## config.mk

```make
export PLATFORM = sky130hd
export DESIGN_NAME = lsu_top
export DESIGN_NICKNAME = d
export VERILOG_FILES = /design/src/common/lsu_pkg.sv /design/src/axi_master/axi_read_fsm.sv /design/src/axi_master/axi_write_fsm.sv /design/src/hdl/lsu_lane_plan.sv /design/src/hdl/lsu_load_align.sv /design/src/hdl/lsu_req_stage.sv /design/src/hdl/lsu_top.sv
export SDC_FILE = /design/constraint.sdc
export NUM_CORES = 1
export LEC_CHECK = 0
export BUFFER_PORTS_ARGS = -buffer_cell sky130_fd_sc_hd__buf_2
export CAP_MARGIN = 10
export CORE_ASPECT_RATIO = 0.6
export CORE_MARGIN = 4
export CORE_UTILIZATION = 30
export CTS_CLUSTER_DIAMETER = 80
export DETAILED_ROUTE_END_ITERATION = 10
export REMOVE_ABC_BUFFERS = 1
export SLEW_MARGIN = 20
export SYNTH_ARGS = -nofsm -noshare
export SYNTH_HDL_FRONTEND = slang
export SYNTH_HIERARCHICAL = 1
export SYNTH_SLANG_ARGS = --single-unit
```

## constraint.sdc

```tcl
create_clock -name clock -period 6.94 [get_ports clock]
set_input_delay 0.694 -clock clock [delete_from_list [all_inputs] [get_ports clock]]
set_output_delay 0.694 -clock clock [all_outputs]
set_load 0.01 [all_outputs]
```

## src/common/lsu_pkg.sv

```systemverilog
`default_nettype none

package lsu_pkg;

	// --------------------------------------------------
	// widths
	localparam int XLEN   = 32;
	localparam int BUS_W  = 64;
	localparam int STRB_W = 8;
	localparam int REG_AW = 5;

	// load/store operations
	typedef enum logic [2:0] {
		OP_LB  = 3'd0,
		OP_LH  = 3'd1,
		OP_LW  = 3'd2,
		OP_LBU = 3'd3,
		OP_LHU = 3'd4,
		OP_SB  = 3'd5,
		OP_SH  = 3'd6,
		OP_SW  = 3'd7
	} mem_op_e;

	// one memory instruction from decode
	typedef struct packed {
		mem_op_e           op;
		logic [XLEN-1:0]   addr;
		logic [XLEN-1:0]   wdata;
		logic [REG_AW-1:0] rd;
	} lsu_req_t;

	// lane planner result, one or two beats
	typedef struct packed {
		logic              need_second;
		logic [XLEN-1:0]   first_addr;
		logic [XLEN-1:0]   second_addr;
		logic [STRB_W-1:0] first_strb;
		logic [STRB_W-1:0] second_strb;
		logic [BUS_W-1:0]  wdata;
	} access_plan_t;

	// --------------------------------------------------
	// memory bus channels
	typedef struct packed {
		logic            arvalid;
		logic [XLEN-1:0] araddr;
		logic            rready;
	} rd_req_t;

	typedef struct packed {
		logic             arready;
		logic             rvalid;
		logic [BUS_W-1:0] rdata;
	} rd_rsp_t;

	typedef struct packed {
		logic              awvalid;
		logic [XLEN-1:0]   awaddr;
		logic              wvalid;
		logic [BUS_W-1:0]  wdata;
		logic [STRB_W-1:0] wstrb;
		logic              bready;
	} wr_req_t;

	typedef struct packed {
		logic awready;
		logic wready;
		logic bvalid;
	} wr_rsp_t;

	// register file write port
	typedef struct packed {
		logic              wen;
		logic [REG_AW-1:0] waddr;
		logic [XLEN-1:0]   wdata;
	} rf_write_t;

	function automatic logic is_load(mem_op_e op);
		return op inside {OP_LB, OP_LH, OP_LW, OP_LBU, OP_LHU};
	endfunction

	function automatic logic is_store(mem_op_e op);
		return op inside {OP_SB, OP_SH, OP_SW};
	endfunction

endpackage

`default_nettype wire

```

## src/axi_master/axi_read_fsm.sv

```systemverilog
`timescale 1ns/1ps
`default_nettype none

module axi_read_fsm import lsu_pkg::*; (
	input  logic         clock,
	input  logic         reset,
	input  logic         start,
	input  access_plan_t plan,
	input  rd_rsp_t      rd_rsp,
	output rd_req_t      rd_req,
	output logic         beat_done,
	output logic         second,
	output logic         done
);

	typedef enum logic [1:0] {
		RD_IDLE,
		RD_ADDR,
		RD_DATA,
		RD_GAP
	} rd_state_e;

	rd_state_e state;
	rd_state_e state_next;

	always_ff @(posedge clock) begin
		if (reset) begin
			state <= RD_IDLE;
		end else begin
			state <= state_next;
		end
	end

	// --------------------------------------------------
	// next state
	always_comb begin
		state_next = state;
		case (state)
			RD_IDLE: if (start) state_next = RD_ADDR;
			RD_ADDR: if (rd_rsp.arready) state_next = RD_DATA;
			RD_DATA: begin
				if (rd_rsp.rvalid) begin
					state_next = (plan.need_second && !second) ? RD_GAP : RD_IDLE;
				end
			end
			RD_GAP: state_next = RD_ADDR;
			default: state_next = RD_IDLE;
		endcase
	end

	// set for the second beat, dropped back in idle
	always_ff @(posedge clock) begin
		if (reset) begin
			second <= 1'b0;
		end else if (state_next == RD_GAP) begin
			second <= 1'b1;
		end else if (state == RD_IDLE) begin
			second <= 1'b0;
		end
	end

	// --------------------------------------------------
	// bus outputs straight from state
	always_comb begin
		rd_req.arvalid = (state == RD_ADDR);
		rd_req.araddr  = second ? plan.second_addr : plan.first_addr;
		rd_req.rready  = (state == RD_DATA);
	end

	assign beat_done = (state == RD_DATA) && rd_rsp.rvalid;
	assign done      = beat_done && (second || !plan.need_second);

endmodule

`default_nettype wire

```

## src/axi_master/axi_write_fsm.sv

```systemverilog
`timescale 1ns/1ps
`default_nettype none

module axi_write_fsm import lsu_pkg::*; (
	input  logic         clock,
	input  logic         reset,
	input  logic         start,
	input  access_plan_t plan,
	input  wr_rsp_t      wr_rsp,
	output wr_req_t      wr_req,
	output logic         done
);

	typedef enum logic [2:0] {
		WR_IDLE,
		WR_ADDR,
		WR_DATA,
		WR_RESP,
		WR_GAP
	} wr_state_e;

	wr_state_e state;
	wr_state_e state_next;
	logic      second;

	always_ff @(posedge clock) begin
		if (reset) begin
			state <= WR_IDLE;
		end else begin
			state <= state_next;
		end
	end

	// --------------------------------------------------
	// next state
	// address, then data, then response for each beat
	always_comb begin
		state_next = state;
		case (state)
			WR_IDLE: if (start) state_next = WR_ADDR;
			WR_ADDR: if (wr_rsp.awready) state_next = WR_DATA;
			WR_DATA: if (wr_rsp.wready) state_next = WR_RESP;
			WR_RESP: begin
				if (wr_rsp.bvalid) begin
					state_next = (plan.need_second && !second) ? WR_GAP : WR_IDLE;
				end
			end
			WR_GAP: state_next = WR_ADDR;
			default: state_next = WR_IDLE;
		endcase
	end

	always_ff @(posedge clock) begin
		if (reset) begin
			second <= 1'b0;
		end else if (state_next == WR_GAP) begin
			second <= 1'b1;
		end else if (state == WR_IDLE) begin
			second <= 1'b0;
		end
	end

	// --------------------------------------------------
	// bus outputs
	// same rotated data for both beats, strobe picks the lanes
	always_comb begin
		wr_req.awvalid = (state == WR_ADDR);
		wr_req.awaddr  = second ? plan.second_addr : plan.first_addr;
		wr_req.wvalid  = (state == WR_DATA);
		wr_req.wdata   = plan.wdata;
		wr_req.wstrb   = second ? plan.second_strb : plan.first_strb;
		wr_req.bready  = (state == WR_RESP);
	end

	assign done = (state == WR_RESP) && wr_rsp.bvalid
		&& (second || !plan.need_second);

endmodule

`default_nettype wire

```

## src/hdl/lsu_lane_plan.sv

```systemverilog
`timescale 1ns/1ps
`default_nettype none

module lsu_lane_plan import lsu_pkg::*; (
	input  lsu_req_t     cur,
	output access_plan_t plan
);

	localparam int WORD_BYTES = XLEN / 8;

	logic [2:0]          off;
	logic                is_word;
	logic                is_half;
	logic [STRB_W-1:0]   size_mask;
	logic [2*STRB_W-1:0] span;
	logic [STRB_W-1:0]   lanes;
	logic [STRB_W-1:0]   word_lanes;
	logic                need_second;

	assign off     = cur.addr[2:0];
	assign is_word = cur.op inside {OP_LW, OP_SW};
	assign is_half = cur.op inside {OP_LH, OP_LHU, OP_SH};

	// --------------------------------------------------
	// access size as a lane mask at offset 0
	always_comb begin
		if (is_word) begin
			size_mask = 8'b0000_1111;
		end else if (is_half) begin
			size_mask = 8'b0000_0011;
		end else begin
			size_mask = 8'b0000_0001;
		end
	end

	// shift by the offset, upper half wraps back to lane 0
	assign span  = {{STRB_W{1'b0}}, size_mask} << off;
	assign lanes = span[STRB_W-1:0] | span[2*STRB_W-1:STRB_W];

	// the aligned 4-byte word that holds addr
	assign word_lanes = off[2] ? 8'b1111_0000 : 8'b0000_1111;

	// crossing a 4-byte boundary
	assign need_second = (is_word && off[1:0] != 2'b00)
		|| (is_half && off[1:0] == 2'b11);

	// --------------------------------------------------
	// beat addresses, strobes and store data
	always_comb begin
		logic [2:0] lane;

		plan             = '0;
		plan.need_second = need_second;
		plan.first_addr  = cur.addr;
		plan.second_addr = {cur.addr[XLEN-1:2] + (XLEN-2)'(1), 2'b00};
		plan.first_strb  = lanes & word_lanes;
		plan.second_strb = need_second ? (lanes & ~word_lanes) : '0;

		// byte k goes to lane (addr + k) mod 8
		for (int k = 0; k < WORD_BYTES; k++) begin
			lane = off + 3'(k);
			plan.wdata[lane*8 +: 8] = cur.wdata[k*8 +: 8];
		end
	end

endmodule

`default_nettype wire

```

## src/hdl/lsu_load_align.sv

```systemverilog
`timescale 1ns/1ps
`default_nettype none

module lsu_load_align import lsu_pkg::*; (
	input  logic             clock,
	input  logic             reset,
	input  mem_op_e          op,
	input  access_plan_t     plan,
	input  logic [BUS_W-1:0] rdata,
	input  logic             beat_done,
	input  logic             second,
	output logic [XLEN-1:0]  load_data
);

	localparam int WORD_BYTES = XLEN / 8;

	logic [BUS_W-1:0] first_q;
	logic [BUS_W-1:0] first_beat;
	logic [7:0]       bytes [WORD_BYTES];
	logic [XLEN-1:0]  word;

	// first half of a split read
	always_ff @(posedge clock) begin
		if (reset) begin
			first_q <= '0;
		end else if (beat_done && !second && plan.need_second) begin
			first_q <= rdata;
		end
	end

	assign first_beat = plan.need_second ? first_q : rdata;

	// --------------------------------------------------
	// byte k comes from lane k or lane k+4 of either beat
	always_comb begin
		for (int k = 0; k < WORD_BYTES; k++) begin
			bytes[k] = ({8{plan.first_strb[k]}} & first_beat[k*8 +: 8])
				| ({8{plan.first_strb[k+4]}} & first_beat[(k+4)*8 +: 8])
				| ({8{plan.second_strb[k]}} & rdata[k*8 +: 8])
				| ({8{plan.second_strb[k+4]}} & rdata[(k+4)*8 +: 8]);
		end
	end

	// undo the address rotation
	always_comb begin
		logic [1:0] idx;

		for (int j = 0; j < WORD_BYTES; j++) begin
			idx = 2'(j) + plan.first_addr[1:0];
			word[j*8 +: 8] = bytes[idx];
		end
	end

	// --------------------------------------------------
	// sign or zero extension
	always_comb begin
		case (op)
			OP_LB:   load_data = {{24{word[7]}}, word[7:0]};
			OP_LBU:  load_data = {24'b0, word[7:0]};
			OP_LH:   load_data = {{16{word[15]}}, word[15:0]};
			OP_LHU:  load_data = {16'b0, word[15:0]};
			default: load_data = word;
		endcase
	end

endmodule

`default_nettype wire

```

## src/hdl/lsu_req_stage.sv

```systemverilog
`timescale 1ns/1ps
`default_nettype none

module lsu_req_stage import lsu_pkg::*; (
	input  logic            clock,
	input  logic            reset,
	input  logic            in_valid,
	input  lsu_req_t        req,
	output logic            allowin,
	output lsu_req_t        cur,
	output logic            busy,
	input  logic            mem_done,
	input  logic [XLEN-1:0] load_data,
	output rf_write_t       rf_write,
	output logic            done
);

	logic accept;

	// --------------------------------------------------
	// handshake with decode
	// a finishing instruction frees the stage in the same cycle
	assign done    = busy && mem_done;
	assign allowin = !busy || done;
	assign accept  = in_valid && allowin;

	always_ff @(posedge clock) begin
		if (reset) begin
			busy <= 1'b0;
		end else if (accept) begin
			busy <= 1'b1;
		end else if (done) begin
			busy <= 1'b0;
		end
	end

	// held stable until done
	always_ff @(posedge clock) begin
		if (accept) begin
			cur <= req;
		end
	end

	// --------------------------------------------------
	// register file write on load completion
	always_comb begin
		rf_write.wen   = done && is_load(cur.op);
		rf_write.waddr = cur.rd;
		rf_write.wdata = load_data;
	end

endmodule

`default_nettype wire

```

## src/hdl/lsu_top.sv

```systemverilog
`timescale 1ns/1ps
`default_nettype none

module lsu_top import lsu_pkg::*; (
	input  logic      clock,
	input  logic      reset,
	input  logic      in_valid,
	input  lsu_req_t  req,
	output logic      allowin,
	input  rd_rsp_t   rd_rsp,
	output rd_req_t   rd_req,
	input  wr_rsp_t   wr_rsp,
	output wr_req_t   wr_req,
	output rf_write_t rf_write,
	output logic      done
);

	lsu_req_t        cur;
	logic            busy;
	access_plan_t    plan;
	logic            rd_done;
	logic            wr_done;
	logic            beat_done;
	logic            second;
	logic [XLEN-1:0] load_data;

	// --------------------------------------------------
	// instruction holding register
	lsu_req_stage u_req_stage (
		.clock    (clock),
		.reset    (reset),
		.in_valid (in_valid),
		.req      (req),
		.allowin  (allowin),
		.cur      (cur),
		.busy     (busy),
		.mem_done (rd_done | wr_done),
		.load_data(load_data),
		.rf_write (rf_write),
		.done     (done)
	);

	lsu_lane_plan u_lane_plan (
		.cur (cur),
		.plan(plan)
	);

	// --------------------------------------------------
	// bus masters, only one of them runs per instruction
	axi_read_fsm u_read_fsm (
		.clock    (clock),
		.reset    (reset),
		.start    (busy && is_load(cur.op)),
		.plan     (plan),
		.rd_rsp   (rd_rsp),
		.rd_req   (rd_req),
		.beat_done(beat_done),
		.second   (second),
		.done     (rd_done)
	);

	axi_write_fsm u_write_fsm (
		.clock (clock),
		.reset (reset),
		.start (busy && is_store(cur.op)),
		.plan  (plan),
		.wr_rsp(wr_rsp),
		.wr_req(wr_req),
		.done  (wr_done)
	);

	lsu_load_align u_load_align (
		.clock    (clock),
		.reset    (reset),
		.op       (cur.op),
		.plan     (plan),
		.rdata    (rd_rsp.rdata),
		.beat_done(beat_done),
		.second   (second),
		.load_data(load_data)
	);

endmodule

`default_nettype wire

```

==> out/metrics.cfg, run 1 <==
[hold_path]
hp-start = req[53]
holdCritPathClass = in2reg
hold_depth = 1

[power]
power.share.switching = 0.322
power.clock.fraction = 0.378
seqPwrFrac = 0.363
intPower_mw = 1.83
irDropWorstVdd_uv = 147
power.share.combinational = 0.259
power.switching_mw = 0.873
power.leakage_nw = 6.25
power.density_mw_per_mm2 = 181

[sta]
tightest_slew_ns = 1.07
setup_ws_ns = 1.53
skew_ns = 0.0111
finalHoldViolCount = 0
post-route-period-util = 0.780
fin_crit_ns = 5.41
final-setup-viol-count = 0
fmax_ghz = 0.185
drv_slew = 0
rsz0062_at_grt = false
max-slew-margin-rel = 0.288

[clock_network]
clk_latency_ns = 0.46
cts_resized = 0
clockRootBuffer = clkbuf_16
cts_tree = yes
clockBufferDepth = 2
clkTransAtPathRegs_ns = 0.07
numCtsBuffers = 17
cts_hold_buf = 0
cts_sinks = 144
cts_setup_buffers = 0
cts.htree.levels = 4

[drt]
vias_per_cell = 5.53
ant_nets = 0
wirelength_um = 49700
remaining_drc_errors = 0
wl_per_cell_um = 22.2
drt_first_pass_iters = 6
initialDrtViolationCount = 1256
vias = 12383

[place]
gp_congestion = 0.931
port_buffers = 324
dp_hpwl_um = 37100
pre_cts_ws_ns = 2.11
placed_area_mm2 = 0.0143

[yosys]
synthArstFlopShare = 0
ys.warnings.count = 6
ys_ff_latch = 144
synth_mux_area_frac = 0.186
synth_xor_area_frac = 0.0242
synth_area_leaders = edfxtp_1 16%, dfxtp_1 11%, mux2_2 8.2%
synth_cells = 1521
yosysTopAreaCell = edfxtp_1
synth_top_flop_cell = edfxtp_1
synth_fa_ha_area_frac = 0.0149
synth-seq-area-share = 0.269
synth_top_family_by_area = simple AND/OR/NAND/NOR gates
synth_cell_types = 83
avgSynthCellArea_um2 = 8.82
synth_compound_area_frac = 0.184
syn_area_mm2 = 0.0134
yosysTopAreaCellShare = 0.161
synth_edf_count = 72
synthSimpleGateAreaFrac = 0.189

[global_routing]
grt_pass1_wl_um = 73700
track_usage = 0.198
antenna_found_initial = 24
grt_pass1_vias = 11954
grt_start_max_net_pins = 73
grt_overflow = 0

[floorplan]
ioPinCount = 325
initial_utilization = 0.306
fp.dieW_um = 281
num_rows = 59
die-area_mm2 = 0.0483
core_area_mm2 = 0.0438
dieHeight_um = 172

[worst_setup_path]
endpoint_kind = primary output
critPathLaunchType = flop
setup.worst_path.start = u_req_stage/cur[37]
critPathArrivalTime_ns = 4.72
crit_fanout = 67
required_ns = 6.25
crit_type = reg2out
r2r.worst_path.cells = 9
r2r-start = u_req_stage/cur[37]

[cells_and_area]
seq_area_mm2 = 0.00361
layout_commonest_cell = buf_2
fillerInstances = 4462
final_cell_area_mm2 = 0.0150
area_growth_pct = 11.7
layout_common_cells = 324 x buf_2, 280 x nand2_1, 98 x mux2_2, 82 x a21oi_1, 72 x edfxtp_1
multi_input_area_mm2 = 0.00809
final_nets = 1796
drive_above_1_share = 0.343

[run]
cap_violations = 0

[outcome]
status = completed

## registers in the layout (all words and copies together) (netlist names)
register / count
u_write_fsm/second: 1
u_read_fsm/second: 1
u_write_fsm/state: 3
u_req_stage/busy: 1
u_load_align/first_q: 64
u_req_stage/cur: 72
u_read_fsm/state: 2
## stage by stage
step / utilization / hold slack (ns) / total power [mW] / instances / setup TNS [ns]
6_report: 0.342 / 0.408 / 2.71 / 2239 / 0
2_1_floorplan: - / 0.427 / 1.40 / 1270 / -267.38
5_1_grt: 0.342 / 0.384 / 2.82 / 2237 / 0
3_3_place_gp: 0.326 / 0.439 / 1.68 / 2194 / 0
3_5_place_dp: 0.326 / 0.444 / 1.69 / 2195 / 0
4_1_cts: 0.341 / 0.379 / 2.73 / 2226 / 0
## Yosys cell counts (12+ instances only)
cell type	count
buf_2	15
nand2_1	280
a221o_1	16
nor2b_1	19
xnor2_1	22
a221oi_2	16
and2_1	20
a21oi_1	82
mux2_2	98
mux2i_1	71
ha_1	16
buf_6	15
nor3_1	14
edfxtp_1	72
dfxtp_1	72
buf_1	28
mux2_4	36
o221ai_1	24
a221oi_1	26
nand3_1	59
o21ai_0	12
inv_1	24
nor2_1	47
clkbuf_1	45
a22o_1	40
a22oi_1	12
buf_4	143
a32oi_1	28
## power groups by stage
stage	sequential [mW]	combinational [mW]	clock [mW]
6_report	0.983	0.702	1.02
5_1_grt	0.988	0.750	1.09
4_1_cts	0.981	0.690	1.05
3_5_place_dp	1.00	0.687	0
3_3_place_gp	0.999	0.679	0
2_1_floorplan	0.988	0.416	0
## worst max-delay path: stages, from the launching register on
cell	delay [ns]
edfxtp_1	0.35
buf_4	0.61
ha_1	0.43
o2bb2ai_4	0.19
buf_4	0.46
mux2_2	0.42
a221oi_4	0.38
mux2i_2	0.22
a32oi_4	0.70
o21ai_0	0.21
buf_2	0.20
## final timing paths
path / end / slack (ns)
max: rf_write[15] / 1.53
min: u_req_stage/cur[53] / 0.41
max reg2reg: u_req_stage/cur[25] / 3.10
min reg2reg: u_load_align/first_q[42] / 0.45
## area by class of cell
| class | instances | area share |
|---|---|---|
| inverters | 27 | 0.00693 |
| repair buffers | 347 | 0.120 |
| clock buffers | 23 | 0.0341 |
| clock inverters | 8 | 0.00827 |
| flip-flops and latches | 144 | 0.241 |
| well taps | 579 | 0.0484 |
| diodes | 12 | 0.00200 |
| multi-input cells | 1099 | 0.540 |
## logic make-up after synthesis
kind of cell | Yosys count
AO/OA/AOI/OAI | 303
XOR/XNOR | 34
adder cells (fa/ha/maj) | 16
buffers and inverters | 281
flip-flops | 144
multiplexers | 217
other | 1
AND/OR/NAND/NOR | 525
## per-layer routing
metal / track usage / share of wire
met4: 0.0724 / 0.031
met1: 0.267 / 0.44
met2: 0.304 / 0.44
met3: 0.0556 / 0.089
met5: 0 / 0.0023
Power figures use the tool's default switching activity.
==> run 2, diff against run 1 <==
==> constraint.sdc (replaced) <==
create_clock -name clock -period 5 [get_ports clock]
set_input_delay 0.5 -clock clock [delete_from_list [all_inputs] [get_ports clock]]
set_output_delay 0.5 -clock clock [all_outputs]
set_load 0.01 [all_outputs]
==> run 2 against run 1 <==
Compared with the run above: routed wire length increased by 0.33%; first-iteration DRC count increased by 16%; register-to-register slack got worse by 1.7 ns; non-clock buffer count increased by 15; via count increased by 1.1%; clock skew increased by 0.0016 ns; largest cell class unchanged; highest routed layer unchanged.
==> out/metrics.cfg, run 2 (synthesis results as in run 1) <==
[cells_and_area]
fin_util = 0.345  ; was 0.342
fin_cells = 2254  ; was 2239
reg_top3 = u_req_stage/cur (72), u_load_align/first_q (64), u_write_fsm/state (3)  ; unchanged
largest_reg_flops = 72  ; unchanged
layout_common_cells = 324 x buf_2, 280 x nand2_1, 98 x mux2_2, 82 x a21oi_1, 72 x edfxtp_1  ; unchanged
final_nets = 1812  ; was 1796
area_growth_pct = 12.5  ; was 11.7%
top_register = u_req_stage/cur  ; unchanged
drive_above_1_share = 0.349  ; was 0.343
fillerInstances = 4491  ; was 4462
layout_commonest_cell = buf_2  ; unchanged

[clock_network]
clockBufferDepth = 2  ; unchanged
cts.htree.levels = 4  ; unchanged
clkTransAtPathRegs_ns = 0.07  ; about the same
cts_resized = 0  ; unchanged
clk_latency_ns = 0.44  ; was 0.46 ns
cts_tree = yes  ; unchanged
cts_hold_buf = 0  ; unchanged
clockRootBuffer = clkbuf_16  ; unchanged
numCtsBuffers = 17  ; unchanged
cts_sinks = 144  ; unchanged
cts_setup_buffers = 0  ; unchanged

[drt]
vias_per_cell = 5.56  ; was 5.53
initialDrtViolationCount = 1462  ; was 1256
wirelength_um = 49800  ; was 49700 µm
wl_per_cell_um = 22.1  ; was 22.2 µm
vias = 12525  ; was 12.4k
drt_first_pass_iters = 6  ; unchanged
ant_nets = 0  ; unchanged
remaining_drc_errors = 0  ; unchanged

[floorplan]
dieHeight_um = 172  ; unchanged
num_rows = 59  ; unchanged
core_area_mm2 = 0.0438  ; unchanged
die-area_mm2 = 0.0483  ; unchanged
initial_utilization = 0.306  ; unchanged
fp.dieW_um = 281  ; unchanged
ioPinCount = 325  ; unchanged

[global_routing]
grt_use_met3 = 0.0476  ; was 0.0556
antenna_found_initial = 25  ; was 24
use_met2 = 0.297  ; was 0.304
track_usage = 0.194  ; was 0.198
grt_pass1_vias = 11639  ; was 12.0k
grt_util_met1 = 0.274  ; was 0.267
top_usage_layer = met2  ; unchanged
grt_overflow = 0  ; unchanged
grt_pass1_wl_um = 72100  ; was 73700 µm
grt_start_max_net_pins = 73  ; unchanged

[sta]
drv_slew = 0  ; unchanged
fin_crit_ns = 4.70
tightest_slew_ns = 1.13  ; was 1.07 ns
post-route-period-util = 0.940
skew_ns = 0.0128  ; was 0.0111 ns
final.setup.tns_ns = 0  ; unchanged
rsz0062_at_grt = false  ; unchanged
fmax_ghz = 0.213
hold_ws_ns = 0.228  ; was 0.408 ns
final-setup-viol-count = 0  ; unchanged
finalHoldViolCount = 0  ; unchanged
max-slew-margin-rel = 0.237  ; was 0.288

[worst_setup_path]
endpoint_kind = primary output  ; unchanged
required_ns = 4.50  ; was 6.25 ns
crit_type = reg2out  ; unchanged
critPathArrivalTime_ns = 4.20  ; was 4.72 ns
r2r-start = u_req_stage/cur[71]  ; was u_req_stage/cur[37]
r2r.worst_path.cells = 9  ; unchanged
crit_fanout = 15  ; was 67
critPathLaunchType = flop  ; unchanged
reg2reg_setup_slack_ns = 1.38  ; was 3.10 ns
timing.rr.end = u_req_stage/cur[33]  ; was u_req_stage/cur[25]

[place]
port_buffers = 324  ; unchanged
gp_congestion = 0.893  ; was 0.931
dp_hpwl_um = 37300  ; was 37100 µm
post-place-cells = 2209  ; was 2195

[hold_path]
holdCritPathClass = in2reg  ; unchanged
hold_depth = 1  ; unchanged
hp-start = req[26]  ; was req[53]
hold_end = u_req_stage/cur[26]  ; was u_req_stage/cur[53]

[power]
power.density_mw_per_mm2 = 248  ; was 181 mW/mm²
power.leakage_nw = 6.32  ; was 6.25 nW
irDropWorstVdd_uv = 198  ; was 147 µV

[run]
cap_violations = 0  ; unchanged

[outcome]
status = completed  ; unchanged

run 2: cell types whose count changed in the layout (fill, tap and decap cells not counted), sizes merged:
cell	change
buf	+16
bufinv	-1
clkbuf	-1
clkinv	-1
diode	-2
inv	+3
o2bb2ai	+1
run 2: per-stage QoR:
stage | total power, mW | instance area (µm²) | setup WS, ns
global route | 3.90 | 15100 | 0.0625
floorplan | 1.95 | 11700 | -3.59
global placement | 2.34 | 14400 | 0.747
detailed placement | 2.35 | 14400 | 0.624
finish | 3.74 | 15100 | 0.299
CTS | 3.76 | 15000 | 0.123
run 2: report_power, final:
part / internal, mW / leakage, nW / switching [mW]
logic: 0.398 / 4.74 / 0.591
registers: 1.29 / 1.27 / 0.0736
clock network: 0.831 / 0.313 / 0.556
run 2: how the worst max path moves through the flow:
stage	start	end	slack [ns]	cells after the start
3_5_place_dp	u_req_stage/cur[71]	rf_write[24]	0.62	10
5_1_grt	u_req_stage/cur[71]	rf_write[24]	0.06	10
4_1_cts	u_req_stage/cur[71]	rf_write[24]	0.12	10
2_1_floorplan	u_req_stage/cur[37]	u_load_align/first_q[0]	-3.59	6
6_report	u_req_stage/cur[71]	rf_write[24]	0.30	10
3_3_place_gp	u_req_stage/cur[71]	rf_write[24]	0.75	10
run 2: cell type report:
type	count	area (µm²)	share of cell area
Antenna cell	10	25.0	0.00166
Tap cell	579	724	0.0480
Multi-Input combinational cell	1100	8090	0.536
Timing Repair Buffer	362	1910	0.126
Clock inverter	9	115	0.00763
Sequential cell	144	3610	0.239
Clock buffer	23	512	0.0339
Inverter	27	104	0.00688
run 2: layer usage:
metal  share of wire  vias to the layer above
li1                -                     5725
met1            0.44                     6070
met2            0.44                      649
met3           0.096                       71
met4           0.019                       10
met5          0.0011                        -
run 2: worst max-delay path, cell delays in order (launching register included):
cell	delay [ns]
edfxtp_1	0.58
xnor2_1	0.34
nand2_1	0.27
o2bb2ai_4	0.51
buf_4	0.26
mux2_2	0.35
a221oi_1	0.75
mux2i_1	0.22
a22oi_1	0.22
nand3_1	0.09
buf_2	0.17
